$ cat src/hw/alu_pkg.sv
/*
 * ALU execute unit shared definitions
 * Opcode encoding, dual-view data word and Z/V/N flag layout
 */

package alu_pkg;

  //////////////////////////////
  // Datapath sizes
  //////////////////////////////
  localparam int DATA_W = 16;          // Operand and result width
  localparam int NIB_N  = DATA_W / 4;  // Nibble lanes for PADDSB

  // Opcodes 0x0 to 0xB, 0xC to 0xF are invalid
  typedef enum logic [3:0] {
    ADD    = 4'h0,  // Saturating add
    SUB    = 4'h1,  // Saturating subtract
    XOR    = 4'h2,
    RED    = 4'h3,  // Byte reduction add
    SLL    = 4'h4,
    SRA    = 4'h5,
    ROR    = 4'h6,
    PADDSB = 4'h7,  // Parallel nibble add with saturation
    LW     = 4'h8,  // Load address
    SW     = 4'h9,  // Store address
    LLB    = 4'hA,  // Load low byte
    LHB    = 4'hB   // Load high byte
  } alu_op_e;

  // One signed nibble
  typedef logic signed [3:0] nib_t;

  // Same word seen as one signed value or as four signed nibbles
  typedef union packed {
    logic signed [DATA_W-1:0] val;
    nib_t [NIB_N-1:0]         nib;  // nib[0] is bits 3:0
  } alu_word_u;

  //////////////////////////////
  // Flag word bit positions
  //////////////////////////////
  localparam int FLAG_Z = 2;  // Result zero
  localparam int FLAG_V = 1;  // Signed overflow
  localparam int FLAG_N = 0;  // Result negative

endpackage

$ cat src/hw/alu_core.sv
`timescale 1ns/10ps
/*
 * ALU core
 * Combinational 16-bit ALU, result plus overflow and invalid-opcode error
 */

module alu_core (
  input  alu_pkg::alu_op_e           code,
  input  logic [alu_pkg::DATA_W-1:0] a,
  input  logic [alu_pkg::DATA_W-1:0] b,
  output logic [alu_pkg::DATA_W-1:0] result,
  output logic                       ovf,  // ADD/SUB saturated
  output logic                       err   // Opcode C to F
);

  import alu_pkg::*;

  //////////////////////////////
  // Adder path
  //////////////////////////////
  logic              is_mem;   // LW or SW address calculation
  logic              is_sub;
  logic              is_arith; // ADD or SUB, saturating
  logic [DATA_W-1:0] add_a;
  logic [DATA_W-1:0] add_b;
  logic [DATA_W-1:0] sum_raw;
  logic [DATA_W-1:0] sum_sat;
  logic              pos_ov;
  logic              neg_ov;

  assign is_mem   = (code == LW) || (code == SW);
  assign is_sub   = (code == SUB);
  assign is_arith = (code == ADD) || is_sub;

  // Address form: base word aligned, offset scaled by two
  assign add_a = is_mem ? {a[DATA_W-1:1], 1'b0} : a;
  assign add_b = is_mem ? {b[DATA_W-2:0], 1'b0} : b;

  assign sum_raw = is_sub ? (add_a - add_b) : (add_a + add_b);

  // Sign of operands versus sign of result
  assign pos_ov = is_sub ? (~add_a[DATA_W-1] &  add_b[DATA_W-1] &  sum_raw[DATA_W-1])
                         : (~add_a[DATA_W-1] & ~add_b[DATA_W-1] &  sum_raw[DATA_W-1]);
  assign neg_ov = is_sub ? ( add_a[DATA_W-1] & ~add_b[DATA_W-1] & ~sum_raw[DATA_W-1])
                         : ( add_a[DATA_W-1] &  add_b[DATA_W-1] & ~sum_raw[DATA_W-1]);

  // Clamp to the signed range, only ADD/SUB saturate
  always_comb begin
    if (is_arith && pos_ov)
      sum_sat = 16'h7FFF;
    else if (is_arith && neg_ov)
      sum_sat = 16'h8000;
    else
      sum_sat = sum_raw;
  end

  assign ovf = is_arith && (pos_ov || neg_ov);

  //////////////////////////////
  // Byte reduction
  //////////////////////////////
  logic [8:0]  red_hi;   // Signed high byte sum
  logic [8:0]  red_lo;   // Signed low byte sum
  logic [9:0]  red_sum;

  assign red_hi  = {a[15], a[15:8]} + {b[15], b[15:8]};
  assign red_lo  = {a[7], a[7:0]} + {b[7], b[7:0]};
  assign red_sum = {red_hi[8], red_hi} + {red_lo[8], red_lo};

  // Shifts by the low four bits of b
  logic [3:0]          shamt;
  logic [2*DATA_W-1:0] ror_wide;  // Doubled word, low half is the rotate

  assign shamt    = b[3:0];
  assign ror_wide = {a, a} >> shamt;

  //////////////////////////////
  // Parallel nibble add
  //////////////////////////////
  alu_word_u         pa;
  alu_word_u         pb;
  alu_word_u         pr;
  logic signed [4:0] lane_sum [NIB_N];

  assign pa = a;
  assign pb = b;

  always_comb begin
    for (int i = 0; i < NIB_N; i++) begin
      lane_sum[i] = {pa.nib[i][3], pa.nib[i]} + {pb.nib[i][3], pb.nib[i]};
      case (lane_sum[i][4:3])
        2'b01:   pr.nib[i] = 4'sd7;       // Positive overflow
        2'b10:   pr.nib[i] = 4'b1000;     // Negative overflow, -8
        default: pr.nib[i] = lane_sum[i][3:0];
      endcase
    end
  end

  // Result select
  always_comb begin
    result = '0;
    err    = 1'b0;
    case (code)
      ADD, SUB, LW, SW: result = sum_sat;
      XOR:              result = a ^ b;
      RED:              result = {{(DATA_W-10){red_sum[9]}}, red_sum};
      SLL:              result = a << shamt;
      SRA:              result = $signed(a) >>> shamt;
      ROR:              result = ror_wide[DATA_W-1:0];
      PADDSB:           result = pr.val;
      LLB:              result = {a[15:8], b[7:0]};  // Keep high byte
      LHB:              result = {b[7:0], a[7:0]};   // Keep low byte
      default: begin
        result = '0;  // Invalid opcode
        err    = 1'b1;
      end
    endcase
  end

endmodule

$ cat src/hw/alu_exec_stage.sv
`timescale 1ns/10ps
/*
 * ALU execute stage
 * One register stage around the ALU core, owns the Z/V/N flag register
 */

module alu_exec_stage (
  input  logic                       clk,
  input  logic                       rst_n,
  input  logic                       iss_valid,
  input  alu_pkg::alu_op_e           iss_code,
  input  logic [alu_pkg::DATA_W-1:0] iss_a,
  input  logic [alu_pkg::DATA_W-1:0] iss_b,
  output logic                       ex_valid,
  output logic [alu_pkg::DATA_W-1:0] ex_data,
  output logic [2:0]                 ex_flags,  // Flag register after this op
  output logic                       ex_err
);

  import alu_pkg::*;

  logic [DATA_W-1:0] core_result;
  logic              core_ovf;
  logic              core_err;
  logic [2:0]        flags_nxt;

  alu_core i_alu_core (
    .code   (iss_code),
    .a      (iss_a),
    .b      (iss_b),
    .result (core_result),
    .ovf    (core_ovf),
    .err    (core_err)
  );

  //////////////////////////////
  // Flag rules
  //////////////////////////////
  always_comb begin
    flags_nxt = ex_flags;  // Hold by default
    if (iss_valid) begin
      case (iss_code)
        ADD, SUB: begin
          flags_nxt[FLAG_Z] = (core_result == '0);
          flags_nxt[FLAG_V] = core_ovf;
          flags_nxt[FLAG_N] = core_result[DATA_W-1];
        end
        XOR, SLL, SRA, ROR: flags_nxt[FLAG_Z] = (core_result == '0);  // Z only
        default: ;  // Others and invalid opcodes keep flags
      endcase
    end
  end

  // Control and flags
  always_ff @(posedge clk) begin
    if (!rst_n) begin
      ex_valid <= 1'b0;
      ex_flags <= '0;
    end else begin
      ex_valid <= iss_valid;
      ex_flags <= flags_nxt;
    end
  end

  // Payload, loaded only on a popped op
  always_ff @(posedge clk) begin
    if (iss_valid) begin
      ex_data <= core_result;
      ex_err  <= core_err;
    end
  end

  // Invalid opcode must reach the result side as zero
  a_err_zero_data: assert property (
    @(posedge clk) disable iff (!rst_n) (ex_valid && ex_err) |-> (ex_data == '0)
  );

endmodule

$ cat src/hw/alu_exec_unit.sv
`timescale 1ns/10ps
/*
 * ALU execute unit top
 * Issue queue, execute stage and result queue, credit flow on both sides
 */

module alu_exec_unit #(
  parameter int IN_DEPTH    = 4,
  parameter int RES_DEPTH   = 4,
  parameter int OUT_CREDITS = 2
) (
  input  logic                       clk,
  input  logic                       rst_n,
  input  logic                       op_valid,
  input  alu_pkg::alu_op_e           op_code,
  input  logic [alu_pkg::DATA_W-1:0] op_a,
  input  logic [alu_pkg::DATA_W-1:0] op_b,
  input  logic                       out_credit,
  output logic                       in_credit,
  output logic                       res_valid,
  output logic [alu_pkg::DATA_W-1:0] res_data,
  output logic [2:0]                 res_flags,
  output logic                       res_err
);

  import alu_pkg::*;

  //////////////////////////////
  // Internal links
  //////////////////////////////
  logic              res_space;  // Result side reservation
  logic              iss_valid;  // Issue to exec
  alu_op_e           iss_code;
  logic [DATA_W-1:0] iss_a;
  logic [DATA_W-1:0] iss_b;
  logic              ex_valid;   // Exec to result side
  logic [DATA_W-1:0] ex_data;
  logic [2:0]        ex_flags;
  logic              ex_err;

  alu_issue_queue #(
    .IN_DEPTH (IN_DEPTH)
  ) i_alu_issue_queue (
    .clk       (clk),
    .rst_n     (rst_n),
    .op_valid  (op_valid),
    .op_code   (op_code),
    .op_a      (op_a),
    .op_b      (op_b),
    .res_space (res_space),
    .in_credit (in_credit),
    .iss_valid (iss_valid),
    .iss_code  (iss_code),
    .iss_a     (iss_a),
    .iss_b     (iss_b)
  );

  alu_exec_stage i_alu_exec_stage (
    .clk       (clk),
    .rst_n     (rst_n),
    .iss_valid (iss_valid),
    .iss_code  (iss_code),
    .iss_a     (iss_a),
    .iss_b     (iss_b),
    .ex_valid  (ex_valid),
    .ex_data   (ex_data),
    .ex_flags  (ex_flags),
    .ex_err    (ex_err)
  );

  alu_result_queue #(
    .RES_DEPTH   (RES_DEPTH),
    .OUT_CREDITS (OUT_CREDITS)
  ) i_alu_result_queue (
    .clk        (clk),
    .rst_n      (rst_n),
    .ex_valid   (ex_valid),
    .ex_data    (ex_data),
    .ex_flags   (ex_flags),
    .ex_err     (ex_err),
    .out_credit (out_credit),
    .res_space  (res_space),
    .res_valid  (res_valid),
    .res_data   (res_data),
    .res_flags  (res_flags),
    .res_err    (res_err)
  );

endmodule

$ cat src/hw/alu_issue_queue.sv
`timescale 1ns/10ps
/*
 * ALU issue queue
 * Circular FIFO fed by a credit-based source, pops one entry per cycle
 * while the result side has room and hands one credit back per pop
 */

module alu_issue_queue #(
  parameter int IN_DEPTH = 4
) (
  input  logic                       clk,
  input  logic                       rst_n,
  input  logic                       op_valid,   // Push, source holds a credit
  input  alu_pkg::alu_op_e           op_code,
  input  logic [alu_pkg::DATA_W-1:0] op_a,
  input  logic [alu_pkg::DATA_W-1:0] op_b,
  input  logic                       res_space,  // Result side can take one more
  output logic                       in_credit,  // One credit back to the source
  output logic                       iss_valid,  // Entry popped this cycle
  output alu_pkg::alu_op_e           iss_code,
  output logic [alu_pkg::DATA_W-1:0] iss_a,
  output logic [alu_pkg::DATA_W-1:0] iss_b
);

  import alu_pkg::*;

  localparam int PTR_W = (IN_DEPTH > 1) ? $clog2(IN_DEPTH) : 1;
  localparam int CNT_W = $clog2(IN_DEPTH + 1);
  localparam logic [PTR_W-1:0] LAST_PTR = PTR_W'(IN_DEPTH - 1);
  localparam logic [CNT_W-1:0] FULL_CNT = CNT_W'(IN_DEPTH);

  // Entry storage
  alu_op_e           code_mem [IN_DEPTH];
  logic [DATA_W-1:0] a_mem    [IN_DEPTH];
  logic [DATA_W-1:0] b_mem    [IN_DEPTH];

  logic [PTR_W-1:0] wr_ptr;
  logic [PTR_W-1:0] rd_ptr;
  logic [CNT_W-1:0] count;  // Occupancy

  // Pop whenever something is held and downstream has reserved room
  assign iss_valid = (count != '0) && res_space;
  assign iss_code  = code_mem[rd_ptr];
  assign iss_a     = a_mem[rd_ptr];
  assign iss_b     = b_mem[rd_ptr];

  //////////////////////////////
  // Storage write
  //////////////////////////////
  always_ff @(posedge clk) begin
    if (op_valid) begin
      code_mem[wr_ptr] <= op_code;
      a_mem[wr_ptr]    <= op_a;
      b_mem[wr_ptr]    <= op_b;
    end
  end

  // Pointers, count and credit pulse
  always_ff @(posedge clk) begin
    if (!rst_n) begin
      wr_ptr    <= '0;
      rd_ptr    <= '0;
      count     <= '0;
      in_credit <= 1'b0;
    end else begin
      in_credit <= iss_valid;  // Credit goes back the cycle after the pop
      if (op_valid)
        wr_ptr <= (wr_ptr == LAST_PTR) ? '0 : wr_ptr + 1'b1;
      if (iss_valid)
        rd_ptr <= (rd_ptr == LAST_PTR) ? '0 : rd_ptr + 1'b1;
      case ({op_valid, iss_valid})
        2'b10:   count <= count + 1'b1;
        2'b01:   count <= count - 1'b1;
        default: count <= count;  // Idle, or push and pop together
      endcase
    end
  end

  // Source must never push without a credit
  a_no_push_when_full: assert property (
    @(posedge clk) disable iff (!rst_n) op_valid |-> (count != FULL_CNT)
  );

endmodule

$ cat src/hw/alu_result_queue.sv
`timescale 1ns/10ps
/*
 * ALU result queue
 * FIFO of finished results, sent downstream one per cycle against credits,
 * reports room upstream with one slot reserved for the exec register
 */

module alu_result_queue #(
  parameter int RES_DEPTH   = 4,
  parameter int OUT_CREDITS = 2
) (
  input  logic                       clk,
  input  logic                       rst_n,
  input  logic                       ex_valid,
  input  logic [alu_pkg::DATA_W-1:0] ex_data,
  input  logic [2:0]                 ex_flags,
  input  logic                       ex_err,
  input  logic                       out_credit,  // Sink returns one credit
  output logic                       res_space,
  output logic                       res_valid,
  output logic [alu_pkg::DATA_W-1:0] res_data,
  output logic [2:0]                 res_flags,
  output logic                       res_err
);

  import alu_pkg::*;

  localparam int PTR_W = (RES_DEPTH > 1) ? $clog2(RES_DEPTH) : 1;
  localparam int CNT_W = $clog2(RES_DEPTH + 1);
  localparam int CR_W  = $clog2(OUT_CREDITS + 1);
  localparam logic [PTR_W-1:0] LAST_PTR = PTR_W'(RES_DEPTH - 1);
  localparam logic [CNT_W-1:0] FULL_CNT = CNT_W'(RES_DEPTH);
  localparam logic [CR_W-1:0]  MAX_CR   = CR_W'(OUT_CREDITS);

  logic [DATA_W-1:0] data_mem [RES_DEPTH];
  logic [2:0]        flag_mem [RES_DEPTH];
  logic              err_mem  [RES_DEPTH];

  logic [PTR_W-1:0] wr_ptr;
  logic [PTR_W-1:0] rd_ptr;
  logic [CNT_W-1:0] count;
  logic [CNT_W-1:0] free_cnt;
  logic [CR_W-1:0]  credits;  // Downstream credits held

  // Send while holding a result and a credit
  assign res_valid = (count != '0) && (credits != '0);
  assign res_data  = data_mem[rd_ptr];
  assign res_flags = flag_mem[rd_ptr];
  assign res_err   = err_mem[rd_ptr];

  // Keep one slot for whatever sits in the exec register
  assign free_cnt  = FULL_CNT - count;
  assign res_space = free_cnt > CNT_W'(ex_valid);

  always_ff @(posedge clk) begin
    if (ex_valid) begin
      data_mem[wr_ptr] <= ex_data;
      flag_mem[wr_ptr] <= ex_flags;
      err_mem[wr_ptr]  <= ex_err;
    end
  end

  //////////////////////////////
  // Pointers, count, credits
  //////////////////////////////
  always_ff @(posedge clk) begin
    if (!rst_n) begin
      wr_ptr  <= '0;
      rd_ptr  <= '0;
      count   <= '0;
      credits <= MAX_CR;  // Sink starts with all slots free
    end else begin
      if (ex_valid)  wr_ptr <= (wr_ptr == LAST_PTR) ? '0 : wr_ptr + 1'b1;
      if (res_valid) rd_ptr <= (rd_ptr == LAST_PTR) ? '0 : rd_ptr + 1'b1;
      case ({ex_valid, res_valid})
        2'b10:   count <= count + 1'b1;
        2'b01:   count <= count - 1'b1;
        default: count <= count;
      endcase
      case ({res_valid, out_credit})
        2'b10:   credits <= credits - 1'b1;  // Spent on a send
        2'b01:   credits <= credits + 1'b1;  // Returned by sink
        default: credits <= credits;         // Send and return cancel
      endcase
    end
  end

  // Space reservation upstream keeps the queue from overflowing
  a_no_write_when_full: assert property (
    @(posedge clk) disable iff (!rst_n) ex_valid |-> (count != FULL_CNT)
  );

  // Sink must not return more credits than it was given
  a_credit_bound: assert property (
    @(posedge clk) disable iff (!rst_n) credits <= MAX_CR
  );

endmodule
$ cat config.mk
export PLATFORM = sky130hd
export DESIGN_NAME = alu_exec_unit
export DESIGN_NICKNAME = d
export VERILOG_FILES = /design/src/hw/alu_pkg.sv /design/src/hw/alu_core.sv /design/src/hw/alu_exec_stage.sv /design/src/hw/alu_exec_unit.sv /design/src/hw/alu_issue_queue.sv /design/src/hw/alu_result_queue.sv
export SDC_FILE = /design/constraint.sdc
export NUM_CORES = 1
export LEC_CHECK = 0
export ABC_AREA = 1
export BUFFER_PORTS_ARGS = -buffer_cell sky130_fd_sc_hd__buf_2
export CELL_PAD_IN_SITES_DETAIL_PLACEMENT = 0
export CELL_PAD_IN_SITES_GLOBAL_PLACEMENT = 1
export CORE_MARGIN = 1.5
export CORE_UTILIZATION = 52
export DETAILED_ROUTE_END_ITERATION = 12
export PLACE_DENSITY = 0.95
export SLEW_MARGIN = 20
export SYNTH_ARGS = -nofsm -noshare
export SYNTH_HDL_FRONTEND = slang
export SYNTH_SLANG_ARGS = --single-unit
$ cat constraint.sdc
create_clock -name clk -period 12.75 [get_ports clk]
set_input_delay 0.6375 -clock clk [delete_from_list [all_inputs] [get_ports clk]]
set_output_delay 0.6375 -clock clk [all_outputs]
set_load 0.03 [all_outputs]
# Word level (Yosys, flattened, before mapping)
# Memories as Yosys holds them, arrays and structs flattened. A register that Yosys moved wholly into a read port is not among the register bits.
# Cells that the tools add are included.
totals:
  regBits: 37
  mem_bits_rw: 224
  output_inout_bits: 22
  word_cells: 141
  mem_count: 6
op_classes:
  add_sub_neg: 20
  n_lt_le_gt_ge: 1
  eq_ne: 29
  shift: 3
  muxes: 36
  bitwise: 12
  n_reduce_logical: 22
mem_list:
  columns: ["memory", "depth", "width", "rd", "rd_ports_with_merged_regs", "write_ports", "line_no", "source"]
  rows:
  - ["i_alu_issue_queue.a_mem", 4, 16, 1, 1, 1, "alu_issue_queue.sv:34", "logic [DATA_W-1:0] a_mem [IN_DEPTH];"]
  - ["i_alu_issue_queue.b_mem", 4, 16, 1, 1, 1, "alu_issue_queue.sv:35", "logic [DATA_W-1:0] b_mem [IN_DEPTH];"]
  - ["i_alu_result_queue.data_mem", 4, 16, 1, 1, 1, "alu_result_queue.sv:35", "logic [DATA_W-1:0] data_mem [RES_DEPTH];"]
  - ["i_alu_issue_queue.code_mem", 4, 4, 1, 1, 1, "alu_issue_queue.sv:33", "alu_op_e code_mem [IN_DEPTH];"]
  - ["i_alu_result_queue.flag_mem", 4, 3, 1, 1, 1, "alu_result_queue.sv:36", "logic [2:0] flag_mem [RES_DEPTH];"]
  - ["i_alu_result_queue.err_mem", 4, 1, 1, 1, 1, "alu_result_queue.sv:37", "logic err_mem [RES_DEPTH];"]
op_table:
  columns: ["operator", "n"]
  rows:
  - ["$pmux 16 s9", 1]
  - ["$mux 16", 4]
  - ["$mux 2", 16]
  - ["$pmux 4 s2", 4]
  - ["$shr 32x4->16", 1]
  - ["$eq 2x2->1 const B", 11]
  - ["$add 4x4->5", 4]
  - ["$add 8x8->9", 2]
  - ["$add 16x16->16", 1]
  - ["$eq 4x3->1 const B", 4]
  - ["$eq 4x4->1 const B", 4]
  - ["$logic_not 16->1", 1]
  - ["$shl 16x4->16", 1]
  - ["$sshr 16x4->16", 1]
  - ["$sub 16x16->16", 1]
  - ["$xor 16x16->16", 1]
  - ["$eq 2x1->1 const B", 7]
  - ["$pmux 3 s2", 2]
  - ["$reduce_or 12->1", 1]
  - ["$add 2x1->2 const B", 5]
  - ["$add 9x9->10", 1]
  - ["$and 1x1->1", 8]
  - ["$eq 4x2->1 const B", 2]
  - ["$mux 1", 8]
  - ["17 further kinds", 32]

# Depth between registers and ports, before layout
depth:
  ltp_word: 13
  ltp_mapped: 37
  mapped_depth_nobuf: 34

# Hierarchy
# A second synthesis with hierarchy kept.
unflattened:
  hier_cells: 1629
  area_unflattened_um2: 15189.6
by_module_without_submodules:
  columns: ["module", "n_inst", "cells_each", "area_each_um2", "seq_area_each_um2"]
  rows:
  - ["alu_issue_queue", 1, 414, 5869.4, 4524.3]
  - ["alu_core", 1, 889, 5008.6, 0.0]
  - ["alu_result_queue", 1, 272, 3555.9, 2622.5]
  - ["alu_exec_stage", 1, 54, 755.7, 590.6]

# Worst setup path after synthesis
# OpenSTA, ideal clock, no wires.
synth_timing:
  path_kind: "reg-to-reg"
  start: "register (tool-made name)"
  end: "register i_alu_exec_stage.ex_flags[2]"
  setup_time_ps: 66
  arrival_ps: 4536
  slack_ps: 8148
  path_stages_with_launch: 31
  path_buffers: 4
  period_less_slack_ps: 4602
  cell_sequence: "dfxtp_1 -> buf_6 -> buf_4 -> buf_2 -> clkbuf_1 -> nand2_1 -> nand3_1 -> nand2_1 -> inv_1 -> fa_1 -> fa_1 -> ha_1 -> fa_1 -> a21oi_1 -> o21ai_0 -> nand2_1 -> o311ai_0 -> xnor2_1 -> nand2_1 -> nand2_1 -> inv_1 -> nand4_1 -> nor2_1 -> nand2_1 -> inv_1 -> nand2_1 -> nor2_1 -> nand2_1 -> nor2_1 -> nand2_1 -> a21oi_2"
synth_lines:
  columns: ["element", "line_no", "source"]
  rows:
  - ["to (signal assigned)", "alu_exec_stage.sv:61", "ex_flags <= flags_nxt;"]
  - ["to (decl)", "alu_exec_stage.sv:16", "output logic [2:0] ex_flags,"]

==> reports/qor.log <==
INFO  timing         slew-limit-headroom=29.7%
INFO  detailed_routing routed_wire_length_per_instance=17.8um
INFO  yosys          post-synth-top-count-cell=sky130_fd_sc_hd__nand2_1
INFO  yosys          post_synth_most_frequent_cells=sky130_fd_sc_hd__nand2_1 (429), sky130_fd_sc_hd__edfxtp_1 (241), sky130_fd_sc_hd__inv_1 (186)
INFO  critical_path  worst_path_dominant_cell_family=buffers and inverters
INFO  global_routing globalRoute.totalOverflow=0
INFO  yosys          synth-seq-cells=265
INFO  global_routing grt_pass1_vias=11438
INFO  critical_path  critical_path_endpoint_category=flip-flop
INFO  critical_path  path_common_cell=sky130_fd_sc_hd__nand2_1
INFO  critical_path  cp.depth=34
INFO  timing         fin_crit=5950ps
INFO  critical_path  critical_path_arrival=6430ps
INFO  yosys          synthesis.area=0.0156sqmm
INFO  floorplanning  core_region_area=0.0296sqmm
INFO  global_routing grt_util_met3=4.33%
INFO  cells_and_area nets=1934
INFO  hold_path      hold_path.startpoint=op_a[4]
INFO  floorplanning  die_w=176um
INFO  job            maxCapViolCount=0
INFO  critical_path  setup.worst_path.start_class=flip-flop
INFO  timing         grt_setup_unrepaired=false
INFO  yosys          synth_edf_count=241
INFO  yosys          synthesis.nets=1902
INFO  floorplanning  placement_rows=63
INFO  cts            cts_made_buffers=27
INFO  yosys          syn-instance-count=1774
INFO  placement      hpwlAfterDp=27700um
INFO  critical_path  worst_ep_required_time=13230ps
INFO  timing         setup_total_negative_slack=0ps
INFO  timing         worst_slew_pin_slew=1050ps
INFO  cells_and_area layout-area-overhead-vs-synth=8.99%
INFO  yosys          synth_top_cells_by_area=sky130_fd_sc_hd__edfxtp_1 (46%), sky130_fd_sc_hd__nand2_1 (10%), sky130_fd_sc_hd__ha_1 (5.1%)
INFO  global_routing grt_use_met2=41.4%
INFO  yosys          yosys_most_used_dff=sky130_fd_sc_hd__edfxtp_1
INFO  global_routing overall_global_routing_resource_usage=25.4%
INFO  hold_path      min_to=i_alu_issue_queue.a_mem[0][4]
INFO  timing         layout_worst_path_cycle_share=46.7%
INFO  cts            postCtsSetupRepairBufs=0
INFO  global_routing grt_first_pass_wirelength=61400um
INFO  status         status=finished, final reports clean
INFO  critical_path  critical_path_peak_fanout=72
INFO  global_routing antenna_found_initial=1
INFO  detailed_routing wl=39300um
INFO  cts            ctsRootBufferMaster=sky130_fd_sc_hd__clkbuf_16
INFO  yosys          netlist.area_leader.share=46.3%
INFO  detailed_routing ant_nets=0
INFO  cts            clkSinkCount=265
INFO  cts            h-tree-depth=1
INFO  yosys          mean_cell_area_of_the_mapped_netlist=8.82squm
INFO  yosys          ys_async_rst_share=0%
INFO  yosys          seq_area_frac_synth=49.3%
INFO  cts            clock_latency_late_sink=560ps
INFO  floorplanning  die-area=0.0311sqmm
INFO  cts            cts_buffer_depth=3
INFO  timing         finalMaxSlewViolations=0
INFO  cells_and_area insertedDiodeCount=0
INFO  timing         hold_viol_final=0
INFO  critical_path  timing.rr.end=i_alu_exec_stage.ex_flags[2]
INFO  yosys          yosysWarnings=0
INFO  cts            ctsHoldBuffers=0
INFO  critical_path  critical_path_buf_inv_count=9
INFO  timing         worst_clock_skew=21.4ps
INFO  floorplanning  initial_utilization=52.8%
INFO  critical_path  rr_worst_depth=34
INFO  detailed_routing route.vias.total=12373
INFO  detailed_routing dr.first_iter.drc_count=1241
INFO  critical_path  critical-path-max-stage-delay=580ps
INFO  critical_path  crit_path_top_delay_cell=sky130_fd_sc_hd__buf_4
INFO  timing         timing.final.setup_violations=0
INFO  floorplanning  dieHeight=176um
INFO  global_routing gr-max-usage-layer=met2
INFO  hold_path      worst_hold_path.num_cells=1
INFO  critical_path  timing.reg2reg.setup_slack=6800ps
INFO  global_routing use_met1=33.7%
INFO  placement      buffer_ports.inserted=61
INFO  detailed_routing drtPass1Iterations=6
INFO  cts            cts_resized=0
INFO  critical_path  criticalPathCategory=reg2reg
INFO  cts            cts_tree=yes
INFO  floorplanning  ios=62
INFO  hold_path      worst_min_delay_path_category=in2reg
INFO  detailed_routing vias_per_cell=5.58
INFO  yosys          yosysTopAreaCell=sky130_fd_sc_hd__edfxtp_1
INFO  yosys          yosysUniqueCellTypes=54
INFO  timing         max_clock_freq=0.168GHz
INFO  placement      finalWeightedCongestion=1.01
INFO  cells_and_area final_layout_size_suffix_gt1_share=9.31%
INFO  cts            clk_pin_slew_worst_paths=60ps
INFO  detailed_routing drcViolationCount=0
INFO  global_routing largest_net_degree_at_the_start_of_global_routing=73
cell type report:
| type | count | area, sq um |
|---|---|---|
| repair buffers | 73 | 395 |
| multi-input cells | 1240 | 6760 |
| clock buffers | 34 | 702 |
| flip-flops and latches | 265 | 7720 |
| clock inverters | 15 | 234 |
| well taps | 390 | 488 |
| fillers | 2592 | 12600 |
| inverters | 199 | 752 |
state kept, by name, indices dropped and copies added, names as in the netlist, named ones only:
register,cells
i_alu_exec_stage.ex_data,16
i_alu_exec_stage.ex_err,1
i_alu_exec_stage.ex_flags,3
i_alu_exec_stage.ex_valid,1
i_alu_issue_queue.a_mem,64
i_alu_issue_queue.b_mem,64
i_alu_issue_queue.code_mem,16
i_alu_issue_queue.count,3
i_alu_issue_queue.rd_ptr,2
i_alu_issue_queue.wr_ptr,2
i_alu_result_queue.count,3
i_alu_result_queue.credits,2
i_alu_result_queue.data_mem,64
i_alu_result_queue.err_mem,4
i_alu_result_queue.flag_mem,12
i_alu_result_queue.rd_ptr,2
i_alu_result_queue.wr_ptr,2
per-layer routing:
metal  vias up  wire length (um)
met1      5694             16600
met5         -                46
met4         2              1750
li1       6058                 -
met3       113              2830
met2       506             18100
layout by cell type, fill, tap and decap left out, types with 4 or more instances in the layout:
cell                        instances
sky130_fd_sc_hd__a211oi_1           6
sky130_fd_sc_hd__a21oi_1           84
sky130_fd_sc_hd__buf_2             61
sky130_fd_sc_hd__buf_4             12
sky130_fd_sc_hd__bufinv_16          5
sky130_fd_sc_hd__clkbuf_1           7
sky130_fd_sc_hd__clkbuf_16         27
sky130_fd_sc_hd__clkinv_1           6
sky130_fd_sc_hd__dfxtp_1           23
sky130_fd_sc_hd__edfxtp_1         241
sky130_fd_sc_hd__fa_1              24
sky130_fd_sc_hd__ha_1              64
sky130_fd_sc_hd__inv_1            186
sky130_fd_sc_hd__inv_2              7
sky130_fd_sc_hd__mux2i_1            4
sky130_fd_sc_hd__nand2_1          429
sky130_fd_sc_hd__nand2_2           17
sky130_fd_sc_hd__nand3_1          131
sky130_fd_sc_hd__nand3_2            5
sky130_fd_sc_hd__nand4_1           20
sky130_fd_sc_hd__nor2_1           181
sky130_fd_sc_hd__nor3_1            12
sky130_fd_sc_hd__o211ai_1          14
sky130_fd_sc_hd__o21ai_0          124
sky130_fd_sc_hd__o21ai_1           11
sky130_fd_sc_hd__o22ai_1           34
sky130_fd_sc_hd__o31ai_1            4
sky130_fd_sc_hd__or2_2              8
sky130_fd_sc_hd__xnor2_1           12
sky130_fd_sc_hd__xor2_1            16
stage by stage:
step	util [%]	hold slack (ps)	setup WS (ps)	cells	area [sq um]
finish	57.5	288	6800	2216	17100
global route	57.5	284	6300	2216	17100
CTS	57.5	275	6850	2216	17100
detailed placement	54.4	450	6950	2167	16100
global placement	54.4	435	7130	2167	16100
floorplan	-	422	8150	1774	15600
logic make-up after synthesis:
kind of cell    synth area share [%]
compound gates                  10.8
flops                           49.3
buf+inv                         7.45
fa+ha+maj                       8.19
xor+xnor                        1.57
simple gates                    22.4
mux                            0.256
worst max-delay path by stage:
stage                    from                           end  slack (ps)
floorplan           flip-flop  i_alu_exec_stage.ex_flags[2]        8150
global placement    flip-flop  i_alu_exec_stage.ex_flags[2]        7130
detailed placement  flip-flop  i_alu_exec_stage.ex_flags[2]        6950
CTS                 flip-flop  i_alu_exec_stage.ex_flags[2]        6850
global route        flip-flop  i_alu_exec_stage.ex_flags[2]        6300
finish              flip-flop  i_alu_exec_stage.ex_flags[2]        6800
Power is not shown: default switching activity piles up to over one toggle a cycle in this logic, so the estimate is an artifact.
